### config.mk
export PLATFORM = sky130hd
export DESIGN_NAME = save_transfer_fsm
export DESIGN_NICKNAME = d
export VERILOG_FILES = /design/src/save_transfer_fsm.sv
export SDC_FILE = /design/constraint.sdc
export NUM_CORES = 1
export LEC_CHECK = 0
export ABC_CLOCK_PERIOD_IN_PS = 2800
export BUFFER_PORTS_ARGS = -buffer_cell sky130_fd_sc_hd__buf_2
export CAP_MARGIN = 40
export CORE_AREA = 2 2 39 41
export DETAILED_ROUTE_END_ITERATION = 6
export DIE_AREA = 0 0 41 43
export GPL_TIMING_DRIVEN = 0
export SYNTH_ARGS = -nofsm -noshare
export SYNTH_HDL_FRONTEND = slang
export SYNTH_SLANG_ARGS = --single-unit
### constraint.sdc
create_clock -name clk_sys -period 2.8 [get_ports clk_sys]
set_input_delay 0.28 -clock clk_sys [delete_from_list [all_inputs] [get_ports clk_sys]]
set_output_delay 0.28 -clock clk_sys [all_outputs]
set_load 0.01 [all_outputs]
### src/save_transfer_fsm.sv
`timescale 1ns/1ns

module save_transfer_fsm
(
	input  logic clk_sys,
	input  logic nBNKB,
	input  logic ioctl_download,
	input  logic memcard_save,
	input  logic img_mounted,
	input  logic img_readonly,
	input  logic img_size_nonzero,
	input  logic sd_ack,
	input  logic last,
	output logic clr,
	output logic step,
	output logic sd_rd,
	output logic sd_wr,
	output logic busy
);

	// Input samples and their previous values
	logic dl_r, dl_prev;
	logic save_r, save_prev;
	logic ack_r, ack_prev;
	// Transfer gate and armed load
	logic ena;
	logic load_pend, load_prev;
	// Transfer state, high while moving blocks
	logic xfer;
	// Direction of the running transfer, high for load
	logic dir_load;
	// Edge strobes
	logic dl_rise, dl_fall, load_rise, save_rise, ack_rise, ack_fall;
	logic start;

	// ====================
	// Edge detection
	// ====================

	// Inputs sampled once, then compared with last cycle
	always_ff @(posedge clk_sys or negedge nBNKB)
	begin
		if (!nBNKB)
		begin
			dl_r <= 1'b0;
			dl_prev <= 1'b0;
			save_r <= 1'b0;
			save_prev <= 1'b0;
			ack_r <= 1'b0;
			ack_prev <= 1'b0;
			load_prev <= 1'b0;
		end
		else
		begin
			dl_r <= ioctl_download;
			dl_prev <= dl_r;
			save_r <= memcard_save;
			save_prev <= save_r;
			ack_r <= sd_ack;
			ack_prev <= ack_r;
			load_prev <= load_pend;
		end
	end

	assign dl_rise = dl_r & ~dl_prev;
	assign dl_fall = ~dl_r & dl_prev;
	assign load_rise = load_pend & ~load_prev;
	assign save_rise = save_r & ~save_prev;
	assign ack_rise = ack_r & ~ack_prev;
	assign ack_fall = ~ack_r & ack_prev;

	// ====================
	// Gate and load arming
	// ====================

	always_ff @(posedge clk_sys or negedge nBNKB)
	begin
		if (!nBNKB)
		begin
			ena <= 1'b0;
			load_pend <= 1'b0;
		end
		else
		begin
			// Closed on download start
			if (dl_rise)
				ena <= 1'b0;
			// Open only with a usable writable image and no download
			if (~dl_r & img_mounted & img_size_nonzero & ~img_readonly)
				ena <= 1'b1;
			// Armed by download end
			// Dropped once its edge was seen, taken or refused
			if (dl_fall)
				load_pend <= 1'b1;
			else if (load_prev)
				load_pend <= 1'b0;
		end
	end

	// Load edge has priority over a save edge in the same cycle
	assign start = ~xfer & ena & (load_rise | save_rise);

	// ====================
	// Transfer FSM
	// ====================

	always_ff @(posedge clk_sys or negedge nBNKB)
	begin
		if (!nBNKB)
		begin
			xfer <= 1'b0;
			dir_load <= 1'b0;
			sd_rd <= 1'b0;
			sd_wr <= 1'b0;
		end
		else if (!xfer)
		begin
			// Idle, first request goes out with the counter cleared
			if (start)
			begin
				xfer <= 1'b1;
				dir_load <= load_rise;
				sd_rd <= load_rise;
				sd_wr <= ~load_rise;
			end
		end
		else
		begin
			// Host took the request
			if (ack_rise)
			begin
				sd_rd <= 1'b0;
				sd_wr <= 1'b0;
			end
			// Host done with the block
			if (ack_fall)
			begin
				if (last)
				begin
					xfer <= 1'b0;
				end
				else
				begin
					sd_rd <= dir_load;
					sd_wr <= ~dir_load;
				end
			end
		end
	end

	// Counter moves on the same edge as the new request
	assign clr = start;
	assign step = xfer & ack_fall & ~last;
	assign busy = xfer;

endmodule

==> out/results.txt, run 1 <==
clock tree from TritonCTS = yes
P_leak = 0.309 nW
vias post-DR = 360
Post-synth EDFFs = 0
ys flop type = dfrtp_1
final hold viol count = 0
core area = 1380 um^2
post_cts resized = 0
vias in the first global route = 347
top cell type's share of synthesized area = 64.7%
power per cell area = 795 nW/um^2
Clock Skew = 0.00212 ns
worst r2r path cells = 3
Worst path depth = 3
critical path cell sequence = nand2b_2 > a21oi_1 > buf_2
grt ovf = 0
most frequent cell after synthesis = dfrtp_1
CP Max Fanout = 8
synth-to-layout area growth = 24.1%
layout cell share with drive strength beyond 1 = 27.9%
maximum vdd drop = 361 uV
TritonCTS Buffers = 3
RSZ-0062 raised after global routing = false
Yosys reg bits = 13
post-synthesis cell type count = 18
Period minus WS final = 1.51 ns
initial antenna violation count = 0
top cells by area, synth = dfrtp_1 65%, a21oi_1 4.0%, o21ai_0 4.0%, nand2b_1 3.7%, inv_1 3.0%
antenna-violating nets left = 0
ys async rst share = 100%
antenna cells = 0
Clock Path Buffers = 2
Req. time, crit path = 2.52 ns
WP data arrival = 1.23 ns
worst hold path class = input pin to flip-flop
Final Cell Area = 624 um^2
Clk Latency, worst-skew pair = 0.27 ns
cells after synthesis = 43
die area = 1760 um^2
PortBufs = 13
fmax = 0.664 GHz
DR pass1 iterations = 1
Die Wd = 41 um
CP bufs+invs = 1
delay-heaviest family, CP = flip-flops
Yosys top cell by area = dfrtp_1
Setup TNS = 0 ns
Slew @ Worst Pin = 0.278 ns
Die Ht = 43 um
Placer Congestion = 0.686
vias per cell = 4.68
CP Class = flip-flop to primary output
Tot GR Track Use = 12.9%
clock slew at reported path FFs = 0.08 ns
Synth Warn # = 0
max incr delay on CP = 0.46 ns
post-CTS setup buffer count = 0
sequential area share after synthesis = 64.7%
residual DRC count = 0
status = completed
Hold Crit Depth = 1
Syn Nets = 52
Synth top cells by count = 13 x dfrtp_1, 4 x a21oi_1, 4 x inv_1, 4 x o21ai_0, 3 x nand2b_1
Post-Place Cell Area = 588 um^2
# IOs = 14
crit share post-route = 53.8%
Clock Sinks = 13
Tot Pwr = 0.496 mW
largest net degree at the start of global routing = 14
Initial Util = 36.3%
crit start category = flip-flop
Total Wirelength = 848 um
Final HPWL DP = 607 um
endpoint class of the critical path = primary output
slowest CP cell = dfrtp_1
CTS H-tree lvls = 1
fin nets = 71
1st-iter DRT viols = 0
Avg WL per Cell = 11.0 um
root buffer cell = clkbuf_4
maxcap violations = 0
syn_area_per_cell = 11.7 um^2
fin. max-slew vios = 0
first-pass GRT wire length = 1450 um
Rows = 14
relative slew slack = 81.5%
area of the mapped netlist = 503 um^2
setup violators final = 0
through the flow:
stage,hold WS [ns],instances,utilization (%),setup slack [ns]
5_1_grt,0.0978,77,45.1,1.18
6_report,0.105,77,45.1,1.29
4_1_cts,0.0997,77,45.1,1.27
3_5_place_dp,0.177,72,42.5,1.58
3_3_place_gp,0.179,72,42.5,1.57
2_1_floorplan,-0.0156,43,-,1.64
cell usage in the layout (no fill, tap or decap), types with 2 or more instances in the layout:
cell	n
a21oi_1	4
clkbuf_4	3
dfrtp_1	13
nand2_1	2
o21ai_0	4
buf_2	13
nor2_1	2
inv_1	4
nand2b_1	3
path summary, 6_finish.rpt:
| path | startpoint | end | slack, ns |
|---|---|---|---|
| setup / recovery | busy | clr | 1.29 |
| hold / removal | ioctl_download | dl_r | 0.11 |
| setup reg to reg | busy | sd_wr | 1.67 |
| hold reg to reg | save_r | save_prev | 0.39 |
| max in group asynchronous | nBNKB | busy | 2.18 |
| min in group asynchronous | nBNKB | dl_r | 0.41 |
layer usage:
metal	GRT usage, %	vias to the layer above	routed length (um)
met4	10.0	0	19
met5	0	-	0
li1	-	191	-
met1	16.2	160	418
met3	4.71	2	23
met2	17.2	7	387
report_power, final:
| group | internal, mW | leakage [nW] | switching [mW] | total [mW] |
|---|---|---|---|---|
| Combinational | 0.0611 | 0.138 | 0.0551 | 0.116 |
| Sequential | 0.227 | 0.156 | 0.0387 | 0.265 |
| Clock | 0.0552 | 0.0150 | 0.0593 | 0.115 |
| Total | 0.343 | 0.309 | 0.153 | 0.496 |
area by class of cell:
type	instances	area, um^2
clock buffers	4	26.3
fillers	149	759
inverters	4	15.0
multi-input cells	26	163
flip-flops and latches	13	325
well taps	16	20.0
repair buffers	14	75.1
what timing repair did:
action / CTS / global route
setup endpoints to repair: 0 / 0
hold endpoints to repair: 13 / 0
hold buffers: 1 / 0
worst reg2reg max path: stages, from the launching register on:
cell	delay (ns)
dfrtp_1	0.46
nand2b_2	0.23
o32ai_1	0.25
a211o_1	0.14
logic make-up (layout without fill, tap and decap cells):
kind of cell,after synthesis,count (layout),synth area share (%)
DFF,13,13,64.7
buffers and inverters,4,22,2.98
and+or+nand+nor,10,10,10.7
AOI/OAI and AO/OA,16,16,21.6
No activity file was read; power rests on OpenSTA's default activity.
==> run 2, diff against run 1 <==
--- a/config.mk
+++ b/config.mk
@@ -5,7 +5,7 @@
 export SDC_FILE = /design/constraint.sdc
 export NUM_CORES = 1
 export LEC_CHECK = 0
-export ABC_CLOCK_PERIOD_IN_PS = 2800
+export ABC_CLOCK_PERIOD_IN_PS = 1550
 export BUFFER_PORTS_ARGS = -buffer_cell sky130_fd_sc_hd__buf_2
 export CAP_MARGIN = 40
 export CORE_AREA = 2 2 39 41
==> constraint.sdc (replaced) <==
create_clock -name clk_sys -period 1.55 [get_ports clk_sys]
set_input_delay 0.155 -clock clk_sys [delete_from_list [all_inputs] [get_ports clk_sys]]
set_output_delay 0.155 -clock clk_sys [all_outputs]
set_load 0.01 [all_outputs]
==> out/results.txt, run 2 (synthesis results as in run 1) <==
status = completed
layout cell share with drive strength beyond 1 = 26.6%
most frequent cells in the layout = 13 x dfrtp_1, 13 x buf_2
Die Ht = 43 um
Req. time, crit path = 1.39 ns
Total Wirelength = 883 um
1st-iter DRT viols = 0
met3 Use GR = 4.71%
fill count = 146
Final HPWL DP = 607 um
setup violators final = 0
power per cell area = 1380 nW/um^2
crit share post-route = 89.1%
Placer Congestion = 0.686
CTS hold repair buffers = 4
antenna-violating nets left = 0
Tot Pwr = 0.902 mW
vias in the first global route = 359
synth-to-layout area growth = 30.1%
PortBufs = 13
reg-to-reg critical path startpoint = busy
maxcap violations = 0
CTS H-tree lvls = 1
vias post-DR = 368
Clk Latency, worst-skew pair = 0.27 ns
Rows = 14
worst r2r path cells = 3
crit start category = flip-flop
Clock Skew = 0.00212 ns
hold endpoint = busy
final hold viol count = 0
core area = 1380 um^2
Die Wd = 41 um
Avg WL per Cell = 11.0 um
# IOs = 14
post_cts resized = 0
clock tree from TritonCTS = yes
placed insts = 72
clock slew at reported path FFs = 0.07 ns
GR Layer Usage met1 = 16.2%
Hold Crit Depth = 2
fmax = 0.724 GHz
vias per cell = 4.60
maximum vdd drop = 658 uV
residual DRC count = 0
Slew @ Worst Pin = 0.278 ns
Initial Util = 36.3%
first-pass GRT wire length = 1480 um
Worst Hold Launch = last
RSZ-0062 raised after global routing = false
relative slew slack = 81.5%
root buffer cell = clkbuf_4
grt ovf = 0
DR pass1 iterations = 1
Clock Path Buffers = 2
TritonCTS Buffers = 3
grt peak-use layer = met2
worst hold path class = input pin to flip-flop
post-CTS setup buffer count = 0
fin. max-slew vios = 0
Final Instance Count excl. Fillers = 80
met2 usage = 17.8%
reg2reg end = sd_wr
r2r setup slk = 0.42 ns
Tot GR Track Use = 13.1%
WP data arrival = 1.23 ns
largest net degree at the start of global routing = 14
fin nets = 74
endpoint class of the critical path = primary output
antenna cells = 0
initial antenna violation count = 0
Period minus WS final = 1.38 ns
Clock Sinks = 13
P_leak = 0.321 nW
CP Max Fanout = 8
Setup TNS = 0 ns
CP Class = flip-flop to primary output
die area = 1760 um^2
-- run 2: cell types whose count changed in the layout (fill, tap and decap cells not counted) --
cell           previous run  this run
dlygate4sd3_1             1         4
-- run 2: area by class of cell --
| class | instances | area, um^2 | area share (%) |
|---|---|---|---|
| tap | 16 | 20.0 | 3.06 |
| multi-input combinational | 26 | 163 | 24.9 |
| timing repair buffer | 17 | 105 | 16.1 |
| sequential | 13 | 325 | 49.7 |
| clock buffer | 4 | 26.3 | 4.02 |
| inverter | 4 | 15.0 | 2.29 |
-- run 2: worst max-delay path, cell delays in order, from the launching register on --
cell      delay (ns)
dfrtp_1         0.46
nand2b_2        0.23
a21oi_1         0.12
buf_2           0.14
-- run 2: worst max-delay path by stage --
stage,startpoint,endpoint,depth (start not counted)
global route,busy,clr,3
finish,busy,clr,3
CTS,busy,clr,3
floorplan,busy,sd_wr,3
detailed placement,busy,sd_wr,3
global placement,load_prev,sd_wr,4
-- run 2: metrics by stage --
stage               worst slack, ns  util, %  instance area [um^2]  hold WS (ns)
floorplan                     0.474        -                   503        -0.141
global placement              0.410     42.5                   588        0.0537
detailed placement            0.408     42.5                   588        0.0516
CTS                           0.142     47.3                   654         0.127
global route                 0.0540     47.3                   654         0.141
finish                        0.169     47.3                   654         0.129
-- run 2: layer usage --
layer / share of wire (%) / wire length [um]
met5: 0 / 0
met2: 46 / 406
met4: 2.2 / 19
met1: 49 / 434
met3: 2.5 / 22
-- run 2: power by group --
part           total, mW  internal (mW)  switching, mW
Combinational      0.216          0.115          0.101
Clock              0.207         0.0998          0.107
Sequential         0.479          0.409         0.0699
Total              0.902          0.624          0.278
==> run 3, diff against run 2 <==
--- a/config.mk
+++ b/config.mk
@@ -5,13 +5,14 @@
 export SDC_FILE = /design/constraint.sdc
 export NUM_CORES = 1
 export LEC_CHECK = 0
+export ABC_AREA = 1
 export ABC_CLOCK_PERIOD_IN_PS = 1550
 export BUFFER_PORTS_ARGS = -buffer_cell sky130_fd_sc_hd__buf_2
 export CAP_MARGIN = 40
-export CORE_AREA = 2 2 39 41
+export CORE_UTILIZATION = 39
 export DETAILED_ROUTE_END_ITERATION = 6
-export DIE_AREA = 0 0 41 43
 export GPL_TIMING_DRIVEN = 0
+export PLACE_DENSITY_LB_ADDON = 0.25
 export SYNTH_ARGS = -nofsm -noshare
 export SYNTH_HDL_FRONTEND = slang
 export SYNTH_SLANG_ARGS = --single-unit
==> out/results.txt, run 3 <==
Synth top cells by count = 14 x nand2_1, 13 x dfrtp_1, 12 x inv_1
1st-iter DRT viols = 8
power share of the combinational group = 24.1%
post_cts resized = 0
sequential area share after synthesis = 62.8%
Setup TNS = 0 ns
grt ovf = 0
post-synthesis cell type count = 11
CP Class = flip-flop to primary output
Synth Warn # = 0
fin worst setup slack = 0.166 ns
antenna cells = 0
RSZ-0062 raised after global routing = false
antenna-violating nets left = 0
Post-Place Cell Area = 601 um^2
Req. time, crit path = 1.39 ns
Final Cell Area = 667 um^2
fin nets = 87
NetSw = 0.264 mW
initial antenna violation count = 0
TritonCTS Buffers = 3
vias in the first global route = 406
Clock Sinks = 13
Placer Congestion = 0.661
area of the mapped netlist = 518 um^2
most frequent cells in the layout = 14 x nand2_1, 13 x dfrtp_1, 13 x buf_2
Yosys reg bits = 13
ys async rst share = 100%
core area = 1170 um^2
syn_area_per_cell = 9.25 um^2
Yosys top cell by area = dfrtp_1
maximum vdd drop = 681 uV
fmax = 0.723 GHz
Rows = 12
P_leak = 0.386 nW
Die Ht = 38.4 um
worst hold path class = input pin to flip-flop
final hold viol count = 0
# IOs = 14
Clock Skew = 0.00480 ns
Tot GR Track Use = 16.1%
WHS = 0.0612 ns
synth-to-layout area growth = 28.7%
most frequent cell after synthesis = nand2_1
Syn Nets = 65
Internal = 0.587 mW
Die Wd = 38.4 um
sequential share of power = 52.2%
fill count = 108
root buffer cell = clkbuf_4
status = completed
Slew @ Worst Pin = 0.279 ns
Clock Path Buffers = 2
Register Area = 325 um^2
CTS H-tree lvls = 1
power per cell area = 1280 nW/um^2
Initial Util = 44.2%
endpoint class of the critical path = primary output
crit start category = flip-flop
pre-CTS setup slack = 0.471 ns
cells after synthesis = 56
clock power share = 23.8%
CTS hold repair buffers = 4
Post-synth EDFFs = 0
Final HPWL DP = 653 um
post-CTS setup buffer count = 0
multi-input logic area = 148 um^2
CP Max Fanout = 7
top cell type's share of synthesized area = 62.8%
largest net degree at the start of global routing = 14
WP data arrival = 1.23 ns
setup violators final = 0
first-pass GRT wire length = 1550 um
maxcap violations = 0
commonest non-fill, non-tap cell in the layout = nand2_1
PortBufs = 13
vias per cell = 4.52
Avg WL per Cell = 9.73 um
Clk Latency, worst-skew pair = 0.27 ns
DR pass1 iterations = 4
residual DRC count = 0
relative slew slack = 81.4%
fin. max-slew vios = 0
crit share post-route = 89.3%
vias post-DR = 411
clock slew at reported path FFs = 0.08 ns
ys flop type = dfrtp_1
Sw Ratio = 31.0%
Period minus WS final = 1.38 ns
top cells by area, synth = dfrtp_1 63%, nand2_1 10%, inv_1 8.7%, nand3_1 7.7%, nand2_2 2.4%
worst r2r path cells = 6
clock tree from TritonCTS = yes
layout cell share with drive strength beyond 1 = 26.0%
Total Wirelength = 885 um
Hold Crit Depth = 2
die area = 1480 um^2
==> run 3: changes by cell type after synthesis, moves of 2 or more <==
cell / change
nand2_1: +12
nand2_2: +2
inv_1: +8
a21oi_1: -4
nand2b_1: -3
o21ai_0: -2
nand3_1: +7
==> run 3: cells by family after synthesis <==
logic type | after synthesis | share of synthesized area [%]
buf+inv | 12 | 8.70
simple gates | 27 | 23.4
compound gates | 4 | 5.07
flops | 13 | 62.8
==> run 3: cell type report <==
| class | count | share of cell area (%) |
|---|---|---|
| Inverter | 12 | 6.75 |
| Tap cell | 14 | 2.63 |
| Multi-Input combinational cell | 31 | 22.1 |
| Sequential cell | 13 | 48.8 |
| Clock buffer | 4 | 3.94 |
| Timing Repair Buffer | 17 | 15.8 |
==> run 3: worst max-delay path, stage by stage (launching register included) <==
cell     delay, ns
dfrtp_1       0.46
nor2_2        0.18
nand2_2       0.10
inv_1         0.09
buf_2         0.13
==> run 3: metrics by stage <==
step,power (mW),cells,util [%]
after floorplan,0.574,56,-
after global placement,0.642,83,51.3
after detailed placement,0.651,83,51.3
after CTS,0.866,91,56.9
after global routing,0.914,91,56.9
final,0.851,91,56.9
==> run 3: path summary, 6_finish.rpt <==
check / end / slack (ns) / start
max: clr / 0.17 / busy
min: ena / 0.06 / img_readonly
max reg2reg: sd_wr / 0.49 / busy
min reg2reg: save_prev / 0.39 / save_r
max in group asynchronous: dl_r / 1.04 / nBNKB
min in group asynchronous: dir_load / 0.29 / nBNKB
==> run 3: metal layers <==
layer  track usage [%]  share of wire, %  up-vias
met4              7.76                 0        0
met3              5.23               6.1        0
met1              20.1                47      181
li1                  -                 -      217
met2              25.0                47       13
met5                 0                 0        -
==> run 3: power groups by stage <==
stage / combinational [mW] / sequential, mW / clock [mW]
after CTS: 0.207 / 0.446 / 0.213
final: 0.205 / 0.444 / 0.202
after detailed placement: 0.199 / 0.452 / 0
after floorplan: 0.114 / 0.460 / 0
after global routing: 0.236 / 0.455 / 0.224
after global placement: 0.193 / 0.449 / 0
