[src/neo_save_pkg.sv]
package neo_save_pkg;

	// ====================
	// SD block transfer
	// ====================

	// Host SD block address width
	localparam int LBA_W = 32;

	// Word index inside one 256-word SD buffer
	localparam int BUFF_ADDR_W = 8;

	// Final block of the image
	// 128 backup RAM blocks then 4 memory card blocks
	localparam logic [7:0] LAST_BLOCK = 8'h83;

	// ====================
	// Storage geometry
	// ====================

	// Data word width on both SD and console sides
	localparam int WORD_W = 16;

	// Backup RAM, 32K words
	localparam int BACKUP_ADDR_W = 15;

	// Memory card, 1K words on the host side
	localparam int CARD_WORD_ADDR_W = 10;

	// Memory card, 2K bytes on the console side
	localparam int CARD_BYTE_ADDR_W = 11;

	// ====================
	// Block address decode
	// ====================

	// Low byte of the SD block address
	// Top bit selects the memory card in both views
	typedef union packed
	{
		// Blocks 0x00 to 0x7F
		struct packed
		{
			logic card;
			logic [6:0] bank;
		} backup;
		// Blocks 0x80 to 0x83
		struct packed
		{
			logic card;
			logic [4:0] pad;
			logic [1:0] cblk;
		} card;
	} block_addr_u;

endpackage

[src/sd_block_counter.sv]
`timescale 1ns/1ns

module sd_block_counter
(
	input  logic clk_sys,
	input  logic nBNKB,
	// Restart at block 0
	input  logic clr,
	// Advance to the next block
	input  logic step,
	output logic [neo_save_pkg::LBA_W-1:0] lba,
	// Current block is the final one
	output logic last
);

	import neo_save_pkg::*;

	// ====================
	// Block address
	// ====================

	// Clear wins over step
	// Both land on the next clock edge
	always_ff @(posedge clk_sys or negedge nBNKB)
	begin
		if (!nBNKB)
		begin
			lba <= '0;
		end
		else if (clr)
		begin
			lba <= '0;
		end
		else if (step)
		begin
			lba <= lba + LBA_W'(1);
		end
	end

	// Only the low byte carries the image position
	// Upper bits stay zero for a valid transfer
	// Image length is known here and nowhere else
	assign last = (lba[7:0] == LAST_BLOCK);

endmodule

[config.mk]
export PLATFORM = sky130hd
export DESIGN_NAME = sd_block_counter
export DESIGN_NICKNAME = d
export VERILOG_FILES = /design/src/neo_save_pkg.sv /design/src/sd_block_counter.sv
export SDC_FILE = /design/constraint.sdc
export NUM_CORES = 1
export LEC_CHECK = 0
export ABC_AREA = 1
export BUFFER_PORTS_ARGS = -buffer_cell sky130_fd_sc_hd__buf_2
export CAP_MARGIN = 20
export CORE_ASPECT_RATIO = 1.2
export CORE_MARGIN = 8
export CORE_UTILIZATION = 45
export DETAILED_ROUTE_END_ITERATION = 10
export PLACE_DENSITY = 0.67
export REMOVE_ABC_BUFFERS = 1
export SLEW_MARGIN = 5
export SYNTH_ARGS = -nofsm -noshare
export SYNTH_HDL_FRONTEND = slang
export SYNTH_SLANG_ARGS = --single-unit
[constraint.sdc]
create_clock -name clk_sys -period 2.4 [get_ports clk_sys]
set_input_delay 0.24 -clock clk_sys [delete_from_list [all_inputs] [get_ports clk_sys]]
set_output_delay 0.24 -clock clk_sys [all_outputs]
set_load 0.01 [all_outputs]
==> results.txt, run 1 <==
Outcome: completed
WP data required: 2.16 ns
Worst hold path type: in -> async
Post-CTS setup repair buffer count: 0
Maximum number of pins on one net before global-route repair: 33
Final min period: 1.65 ns
Layout area overhead: 15.8%
F_max: 607 MHz
Pwr Density: 440 nW/um2
Post-detail-place hpwl: 3.58 mm
Antenna-violating nets left: 0
Avg Cell Area, Syn: 6.85 um2
Switching Power: 0.227 mW
Logic pwr share: 0.053
Cell Area, Placed: 2140 um2
Post-synthesis sequential area ratio: 0.419
Die height: 87.4 um
Most common cell after layout, fill and taps aside: nand2_1
Fin area: 2210 um2
Leakage power: 1.07 nW
Worst vdd ir: 0.284 mV
Final Non-Filler Cells: 373
Slew Limit Headroom: 0.514
Max reg flops: 32
Worst setup endpoint: last
Clk_lat worst skew: 0.28 ns
Worst Reg-to-Reg Cells: 9
Inst Count DP: 368
Net switching fraction of the power: 0.234
Worst slew pin tran: 0.729 ns
Full die area: 6600 um2
CP startpoint kind: flop
GR Overflow Total: 0
Reg2reg start: lba[0]
Antenna violations before repair: 0
CTS tree: built
DR DRC count: 0
Starting Density: 0.459
Fill cell count: 440
Pwr Total: 0.972 mW
Final net count: 324
Std cell rows: 26
Core area: 4160 um2
Synth cell types: 24
First-pass GRT wire length: 8.15 mm
Via count: 1,823
Global placer's final weighted congestion: 0.852
CTS clock-pin slew for the worst setup and hold paths: 0.06 ns
IO Port Bufs: 36
CTS Buf Count: 5
Register bit total from synthesis: 32
Worst Setup End Kind: output pin
Boundary Pins: 37
Avg WL per Cell: 12.8 um
Reg with most FFs: lba
Mapped cell area: 1910 um2
Clock root cell: clkbuf_8
Hold WS: 0.0142 ns
Ys Warns: 0
Max cap viols: 0
Largest registers: lba x32
DRT iter0 DRCs: 80
RSZ-0062 raised after global routing: no
GR Util All Layers: 0.160
Die X-Extent: 75.5 um
1st-pass router iterations: 4
Worst Path Arrival: 1.41 ns
Final Max Slew Viols: 0
Antenna diode count: 0
Clock Skew: 0.00519 ns
Syn Inst Count: 279
Crit Path Max Fanout: 5
CTS Buffer Depth: 2
Share of layout cells above drive strength 1: 0.177
Seq pwr share: 0.565
R2r endpoint: lba[26]
Final Cycle Share: 0.686
# hold bufs at CTS: 0
Vias in the first global route: 1,840
Routed WL: 4.77 mm
Post-cts sizing count: 0
Setup_tns: 0 ns
Final setup fails: 0
Clock power share: 0.383
Internal Power: 0.745 mW
Clock tree sinks: 32
Commonest non-fill, non-tap cells in the layout: nand2_1 (80), nor2_1 (62), buf_2 (36), dfrtp_1 (32), inv_1 (29)
CTS H-tree depth: 2
Vias per cell: 4.89
Hold Violations, Final: 0
Worst Setup SP: lba[0]
Reg2reg setup slack: 0.80 ns
Critical path type: reg -> out
==> per-stage QoR <==
stage               worst slack, ns  utilization
CTS                           0.741        0.531
global placement              0.881        0.515
detailed placement            0.827        0.515
floorplan                     0.902            -
global route                  0.636        0.531
finish                        0.753        0.531
==> worst max-delay path, cell delays in order (launching register included) <==
cell and delay [ns]:
dfrtp_1 0.43, ha_1 0.25, nand3_1 0.09, nor4_1 0.17
buf_2 0.18
==> cells by family after synthesis <==
logic type | after synthesis | share of synthesized area
simple gates | 183 | 0.420
xor+xnor | 1 | 0.00458
fa+ha+maj | 1 | 0.00655
compound gates | 29 | 0.0799
flops | 32 | 0.419
buf+inv | 33 | 0.0701
==> cells in the mapped netlist <==
library cell   n  area (um2)
nor2_1        62         233
nor2_4         6        67.6
nor2_2         4        25.0
nand3_1       20         100
and2_1         2        12.5
nand2_2        2        12.5
clkbuf_1       1        3.75
xnor2_1        1        8.76
nand2_1       80         300
buf_6          1        11.3
nor4_1         1        6.26
dfrtp_1       32         801
a21oi_1       18        90.1
inv_1         29         109
a2bb2oi_1      2        17.5
o21ai_0        8        40.0
nor3_1         2        10.0
nand2_4        1        11.3
buf_2          2        10.0
nand3_2        1        10.0
o21ai_1        1        5.00
nand4_1        1        6.26
ha_1           1        12.5
nand3b_1       1        7.51
==> worst min path at each step <==
| stage | start | cells past startpoint | to | slack [ns] |
|---|---|---|---|---|
| final | nBNKB | 1 | lba[11] | 0.01 |
| after global routing | nBNKB | 1 | lba[11] | 0.07 |
| after CTS | nBNKB | 1 | lba[22] | 0.04 |
| after detailed placement | nBNKB | 1 | lba[11] | 0.35 |
| after global placement | nBNKB | 1 | lba[11] | 0.34 |
| after floorplan | nBNKB | 0 | lba[0] | -0.06 |
==> power groups by stage <==
| stage | registers (mW) | clock network, mW | logic [mW] |
|---|---|---|---|
| final | 0.549 | 0.372 | 0.0511 |
| after global routing | 0.550 | 0.407 | 0.0593 |
| after CTS | 0.549 | 0.388 | 0.0526 |
| after detailed placement | 0.559 | 0 | 0.0529 |
| after global placement | 0.559 | 0 | 0.0523 |
| after floorplan | 0.560 | 0 | 0.0235 |
==> layout make-up <==
class                      count  area (um2)  share of cell area
tap                           56        70.1              0.0317
inverter                      29         109              0.0492
multi-input combinational    214         976               0.441
sequential                    32         801               0.362
clock buffer                   5        68.8              0.0311
timing repair buffer          37         188              0.0848
==> routing by layer <==
metal	GRT usage	wire, um	vias to the layer above
li1	-	-	946
met1	0.179	2060	830
met2	0.268	2280	38
met3	0.0484	324	9
met4	0.0718	104	0
met5	0	0	-
(Power assumes the default switching activity.)
==> run 2, diff against run 1 <==
==> constraint.sdc (replaced) <==
create_clock -name clk_sys -period 1.55 [get_ports clk_sys]
set_input_delay 0.155 -clock clk_sys [delete_from_list [all_inputs] [get_ports clk_sys]]
set_output_delay 0.155 -clock clk_sys [all_outputs]
set_load 0.01 [all_outputs]
==> run 2 against run 1 <==
Effect of this change:
- count of clock-buffer cells in the layout rose by 1
- global-route usage rose by 0.56 points
- combinational power rose by 110%
- register-to-register slack got worse by 0.69 ns
- via count is 6.8% higher
- total power rose by 60%
- critical path type unchanged
- largest power group unchanged
- highest routed layer unchanged
==> results.txt, run 2 (same netlist as run 1, synthesis figures left out) <==
Std cell rows: 26 (unchanged)
Worst slew pin tran: 0.416 ns (-0.312 ns)
Largest registers: lba x32
Outcome: completed
Boundary Pins: 37 (unchanged)
Global placer's final weighted congestion: 0.821 (-3.7%)
Leakage power: 1.15 nW (+7.6%)
Setup_tns: 0 ns (unchanged)
Finished Core Util: 0.587 (+0.0562)
Vias in the first global route: 1,953 (+6.1%)
Max cap viols: 0 (unchanged)
Core area: 4160 um2 (unchanged)
Clk_lat worst skew: 0.28 ns (about the same)
Full die area: 6600 um2 (unchanged)
CP startpoint kind: flop
Worst hold path type: in -> reg
IO Port Bufs: 36 (unchanged)
CTS Buf Count: 5 (unchanged)
CTS Buffer Depth: 2 (unchanged)
CTS H-tree depth: 2 (unchanged)
Logic pwr share: 0.068 (+0.015)
Maximum number of pins on one net before global-route repair: 33 (unchanged)
Antenna violations before repair: 0 (unchanged)
Reg with most FFs: lba
Layout area overhead: 28.0%
Commonest non-fill, non-tap cells in the layout: nand2_1 (80), nor2_1 (57), buf_2 (36), dfrtp_1 (28), inv_1 (27)
Seq pwr share: 0.545 (-0.020)
Antenna-violating nets left: 0 (unchanged)
DRT iter0 DRCs: 119 (+49%)
Final min period: 1.49 ns
Worst vdd ir: 0.463 mV (+63%)
RSZ-0062 raised after global routing: yes
Clock Skew: 0.00627 ns (+0.00108 ns)
Max reg flops: 32 (unchanged)
Cell Area, Placed: 2220 um2 (+3.5%)
Final setup fails: 0 (unchanged)
Pwr Density: 638 nW/um2 (+45%)
Fin area: 2450 um2 (+11%)
GR Overflow Total: 0 (unchanged)
Antenna diode count: 0 (unchanged)
First-pass GRT wire length: 8.45 mm (+3.7%)
Post-detail-place hpwl: 3.63 mm (+1.3%)
Final Cycle Share: 0.961
Most common cell after layout, fill and taps aside: nand2_1
F_max: 671 MHz
Clock power share: 0.387 (+0.004)
Worst Path Arrival: 1.33 ns (-0.08 ns)
Worst Setup End Kind: output pin
Vias per cell: 4.97 (+1.6%)
WP data required: 1.39 ns (-0.77 ns)
CTS tree: built
Final net count: 341 (+5.2%)
Hold Violations, Final: 0 (unchanged)
Via count: 1,947 (+6.8%)
Worst Reg-to-Reg Cells: 9 (unchanged)
Critical path type: reg -> out
Clock tree sinks: 32 (unchanged)
Final Max Slew Viols: 0 (unchanged)
Crit Path Max Fanout: 4 (-1)
Hold Crit Depth: 2
Slew Limit Headroom: 0.723 (+0.208)
Internal Power: 1.19 mW (+59%)
Die height: 87.4 um (unchanged)
1st-pass router iterations: 4 (unchanged)
Avg WL per Cell: 12.8 um (+0.42%)
Switching Power: 0.372 mW (+64%)
DR DRC count: 0 (unchanged)
Net switching fraction of the power: 0.239 (+0.00467)
Share of layout cells above drive strength 1: 0.265 (+0.0882)
GR Util All Layers: 0.166 (+0.00556)
Pwr Total: 1.56 mW (+60%)
Hold WS: 0.0881 ns (+0.0740 ns)
Die X-Extent: 75.5 um (unchanged)
CTS clock-pin slew for the worst setup and hold paths: 0.06 ns (about the same)
Routed WL: 5.04 mm (+5.5%)
Clock root cell: clkbuf_8
Starting Density: 0.459 (unchanged)
run 2: path summary, 6_finish.rpt:
check                      startpoint  endpoint  slack [ns]
setup / recovery               lba[1]      last        0.06
setup reg to reg               lba[1]   lba[23]        0.11
hold reg to reg               lba[16]   lba[16]        0.51
hold / removal                    clr    lba[0]        0.09
max in group asynchronous       nBNKB    lba[4]        0.80
min in group asynchronous       nBNKB   lba[11]        0.42
run 2: layout make-up:
cell class | instances | area [um2]
clock inverters | 1 | 5.00
well taps | 56 | 70.1
clock buffers | 6 | 72.6
repair buffers | 53 | 314
flip-flops and latches | 32 | 806
inverters | 29 | 111
multi-input cells | 215 | 1070
fillers | 433 | 1720
run 2: critical path, stage by stage (launching register included):
cell and delay (ns):
dfrtp_1 0.40, ha_4 0.20, nand3_4 0.08, nor4_4 0.20, buf_2 0.17
run 2: what timing repair did:
action	in CTS	in global routing
endpoints found under the hold margin	32	0
gates resized for setup	0	25
hold buffers	1	0
endpoints found under the setup margin	0	20
setup buffers	0	5
run 2: power by group through the flow:
stage / logic (mW) / registers, mW / clock network [mW]
CTS: 0.0957 / 0.848 / 0.622
floorplan: 0.0364 / 0.868 / 0
detailed placement: 0.0934 / 0.864 / 0
finish: 0.106 / 0.849 / 0.604
global route: 0.122 / 0.849 / 0.654
global placement: 0.0932 / 0.863 / 0
run 2: metrics by stage:
step / worst slack [ns] / instances
2_1_floorplan: 0.0524 / 275
3_3_place_gp: 0.0702 / 378
3_5_place_dp: 0.0196 / 378
4_1_cts: 0.0110 / 386
5_1_grt: -0.0239 / 392
6_report: 0.0606 / 392
run 2: per-layer routing:
layer  global-route usage  up-vias  wire (um)
met4               0.0683        0        107
met3               0.0415       12        262
met5                    0        -          0
met2                0.286       44       2520
met1                0.185      904       2150
li1                     -      987          -
==> run 3, diff against run 2 <==
--- a/config.mk
+++ b/config.mk
@@ -8,7 +8,6 @@
 export ABC_AREA = 1
 export BUFFER_PORTS_ARGS = -buffer_cell sky130_fd_sc_hd__buf_2
 export CAP_MARGIN = 20
-export CORE_ASPECT_RATIO = 1.2
 export CORE_MARGIN = 8
 export CORE_UTILIZATION = 45
 export DETAILED_ROUTE_END_ITERATION = 10
==> run 3 against run 2 <==
Effect of this change:
- die area down 0.13%
- sequential power about the same
- largest power group unchanged
- non-clock buffer count down 1
- utilization up 0.83 points
- worst setup slack better by 0.013 ns
- routed wire length down 1.4%
==> results.txt, run 3 (same netlist as run 1, synthesis figures left out) <==
Final min period: 1.48 ns (-0.0132 ns)
DR DRC count: 0 (unchanged)
Antenna-violating nets left: 0 (unchanged)
Inst Count DP: 372 (-1.6%)
CP startpoint kind: flop
CTS H-tree depth: 2 (unchanged)
Routed WL: 4.97 mm (-1.4%)
1st-pass router iterations: 6 (+2)
Starting Density: 0.471 (+0.0120)
Max cap viols: 0 (unchanged)
Std cell rows: 23 (-12%)
Avg WL per Cell: 12.9 um (+0.42%)
Slowest-stage cell, CP: dfrtp_1
IO Port Bufs: 36 (unchanged)
Maximum number of pins on one net before global-route repair: 32 (-3.0%)
Die X-Extent: 81.2 um (+7.5%)
Full die area: 6590 um2 (-0.13%)
Critical path type: reg -> out
Setup_tns: 0 ns (unchanged)
Antenna diode count: 0 (unchanged)
Boundary Pins: 37 (unchanged)
Final Non-Filler Cells: 385 (-1.8%)
Outcome: completed
Clock root cell: clkbuf_8
Max reg flops: 32 (unchanged)
Worst hold endpoint: lba[0]
CP delay by family, top: flip-flops
Worst Setup End Kind: output pin
Core area: 4060 um2 (-2.6%)
Via count: 1,880 (-3.4%)
Vias in the first global route: 1,763 (-9.7%)
Leakage power: 1.17 nW (+1.0%)
Post-detail-place hpwl: 3.71 mm (+2.4%)
First-pass GRT wire length: 8.21 mm (-2.9%)
Finished Core Util: 0.596 (+0.00831)
Worst Reg-to-Reg Cells: 9 (unchanged)
Final Max Slew Viols: 0 (unchanged)
Worst hold start: clr
Crit-path cells: ha_4, nand3_1, nor4_2, buf_2
Worst Path Arrival: 1.32 ns (about the same)
CTS Buf Count: 5 (unchanged)
GR Overflow Total: 0 (unchanged)
Hold Violations, Final: 0 (unchanged)
CTS Buffer Depth: 2 (unchanged)
Slew Limit Headroom: 0.738 (+0.0151)
Commonest non-fill, non-tap cells in the layout: nand2_1 (78), nor2_1 (60), buf_2 (36), dfrtp_1 (32), inv_1 (29)
Crit Path Max Fanout: 4 (unchanged)
Share of layout cells above drive strength 1: 0.233 (-0.0320)
Final net count: 339 (-0.59%)
Max incr delay on CP: 0.43 ns (+0.03 ns)
CTS tree: built
Die height: 81.2 um (-7.1%)
Layout area overhead: 26.5%
Reg with most FFs: lba
Most common cell after layout, fill and taps aside: nand2_1
Vias per cell: 4.88 (-1.7%)
WP data required: 1.39 ns (about the same)
Hold Crit Depth: 2 (unchanged)
F_max: 677 MHz (+0.89%)
Reg2reg setup slack: 0.08 ns (-0.03 ns)
Pwr Density: 672 nW/um2 (+5.5%)
GR Util All Layers: 0.160 (-0.00614)
Clk_lat worst skew: 0.29 ns (about the same)
WP buf/inv: 1 (unchanged)
Worst vdd ir: 0.454 mV (-1.9%)
R2r endpoint: lba[24]
Final setup fails: 0 (unchanged)
Hold WS: 0.0840 ns (-0.00409 ns)
Reg2reg start: lba[1]
DRT iter0 DRCs: 169 (+42%)
Antenna violations before repair: 0 (unchanged)
Final Cycle Share: 0.952 (-0.00851)
Clock tree sinks: 32 (unchanged)
Largest registers: lba x32
Worst hold path type: in -> reg
RSZ-0062 raised after global routing: yes
Clock Skew: 0.00831 ns (+0.00204 ns)
CTS clock-pin slew for the worst setup and hold paths: 0.07 ns (about the same)
Worst slew pin tran: 0.394 ns (-0.0227 ns)
Global placer's final weighted congestion: 0.806 (-1.8%)
Pwr Total: 1.63 mW (+4.2%)
## run 3: metal layers
metal / track usage / routed length [um] / up-vias
met1: 0.210 / 2410 / 847
met4: 0.0500 / 54 / 0
met2: 0.243 / 2200 / 42
li1: - / - / 986
met3: 0.0508 / 297 / 5
met5: 0 / 0 / -
## run 3: timing repair
action / 4_1_cts / 5_1_grt
setup endpoints to repair: 1 / 17
pin swaps: 0 / 2
setup buffers: 0 / 4
hold buffers: 1 / 0
hold endpoints to repair: 15 / 0
gates resized for setup: 1 / 10
## run 3: per-stage QoR
| stage | setup WS, ns | cell area [um2] |
|---|---|---|
| finish | 0.0738 | 2420 |
| global route | -0.0113 | 2420 |
| CTS | 0.000968 | 2330 |
| detailed placement | 0.0259 | 2220 |
| global placement | 0.0653 | 2220 |
| floorplan | 0.0524 | 1890 |
## run 3: how the worst max path moves through the flow
stage                     startpoint       to  cells after the start
after floorplan               lba[0]  lba[22]                      8
after global placement       lba[10]  lba[19]                      7
after detailed placement      lba[1]  lba[22]                      8
after CTS                     lba[1]  lba[22]                      8
after global routing          lba[0]  lba[20]                      9
final                         lba[1]     last                      4
## run 3: layout make-up
type | count | area, um2
Multi-Input combinational cell | 214 | 1030
Fill cell | 407 | 1640
Clock buffer | 8 | 90.1
Tap cell | 50 | 62.6
Timing Repair Buffer | 52 | 328
Inverter | 29 | 109
Sequential cell | 32 | 801
## run 3: report_power, final
| group | leakage (nW) | internal (mW) | switching (mW) |
|---|---|---|---|
| Sequential | 0.446 | 0.841 | 0.00942 |
| Clock | 0.0455 | 0.362 | 0.306 |
| Combinational | 0.675 | 0.0427 | 0.0646 |
| Total | 1.17 | 1.25 | 0.380 |
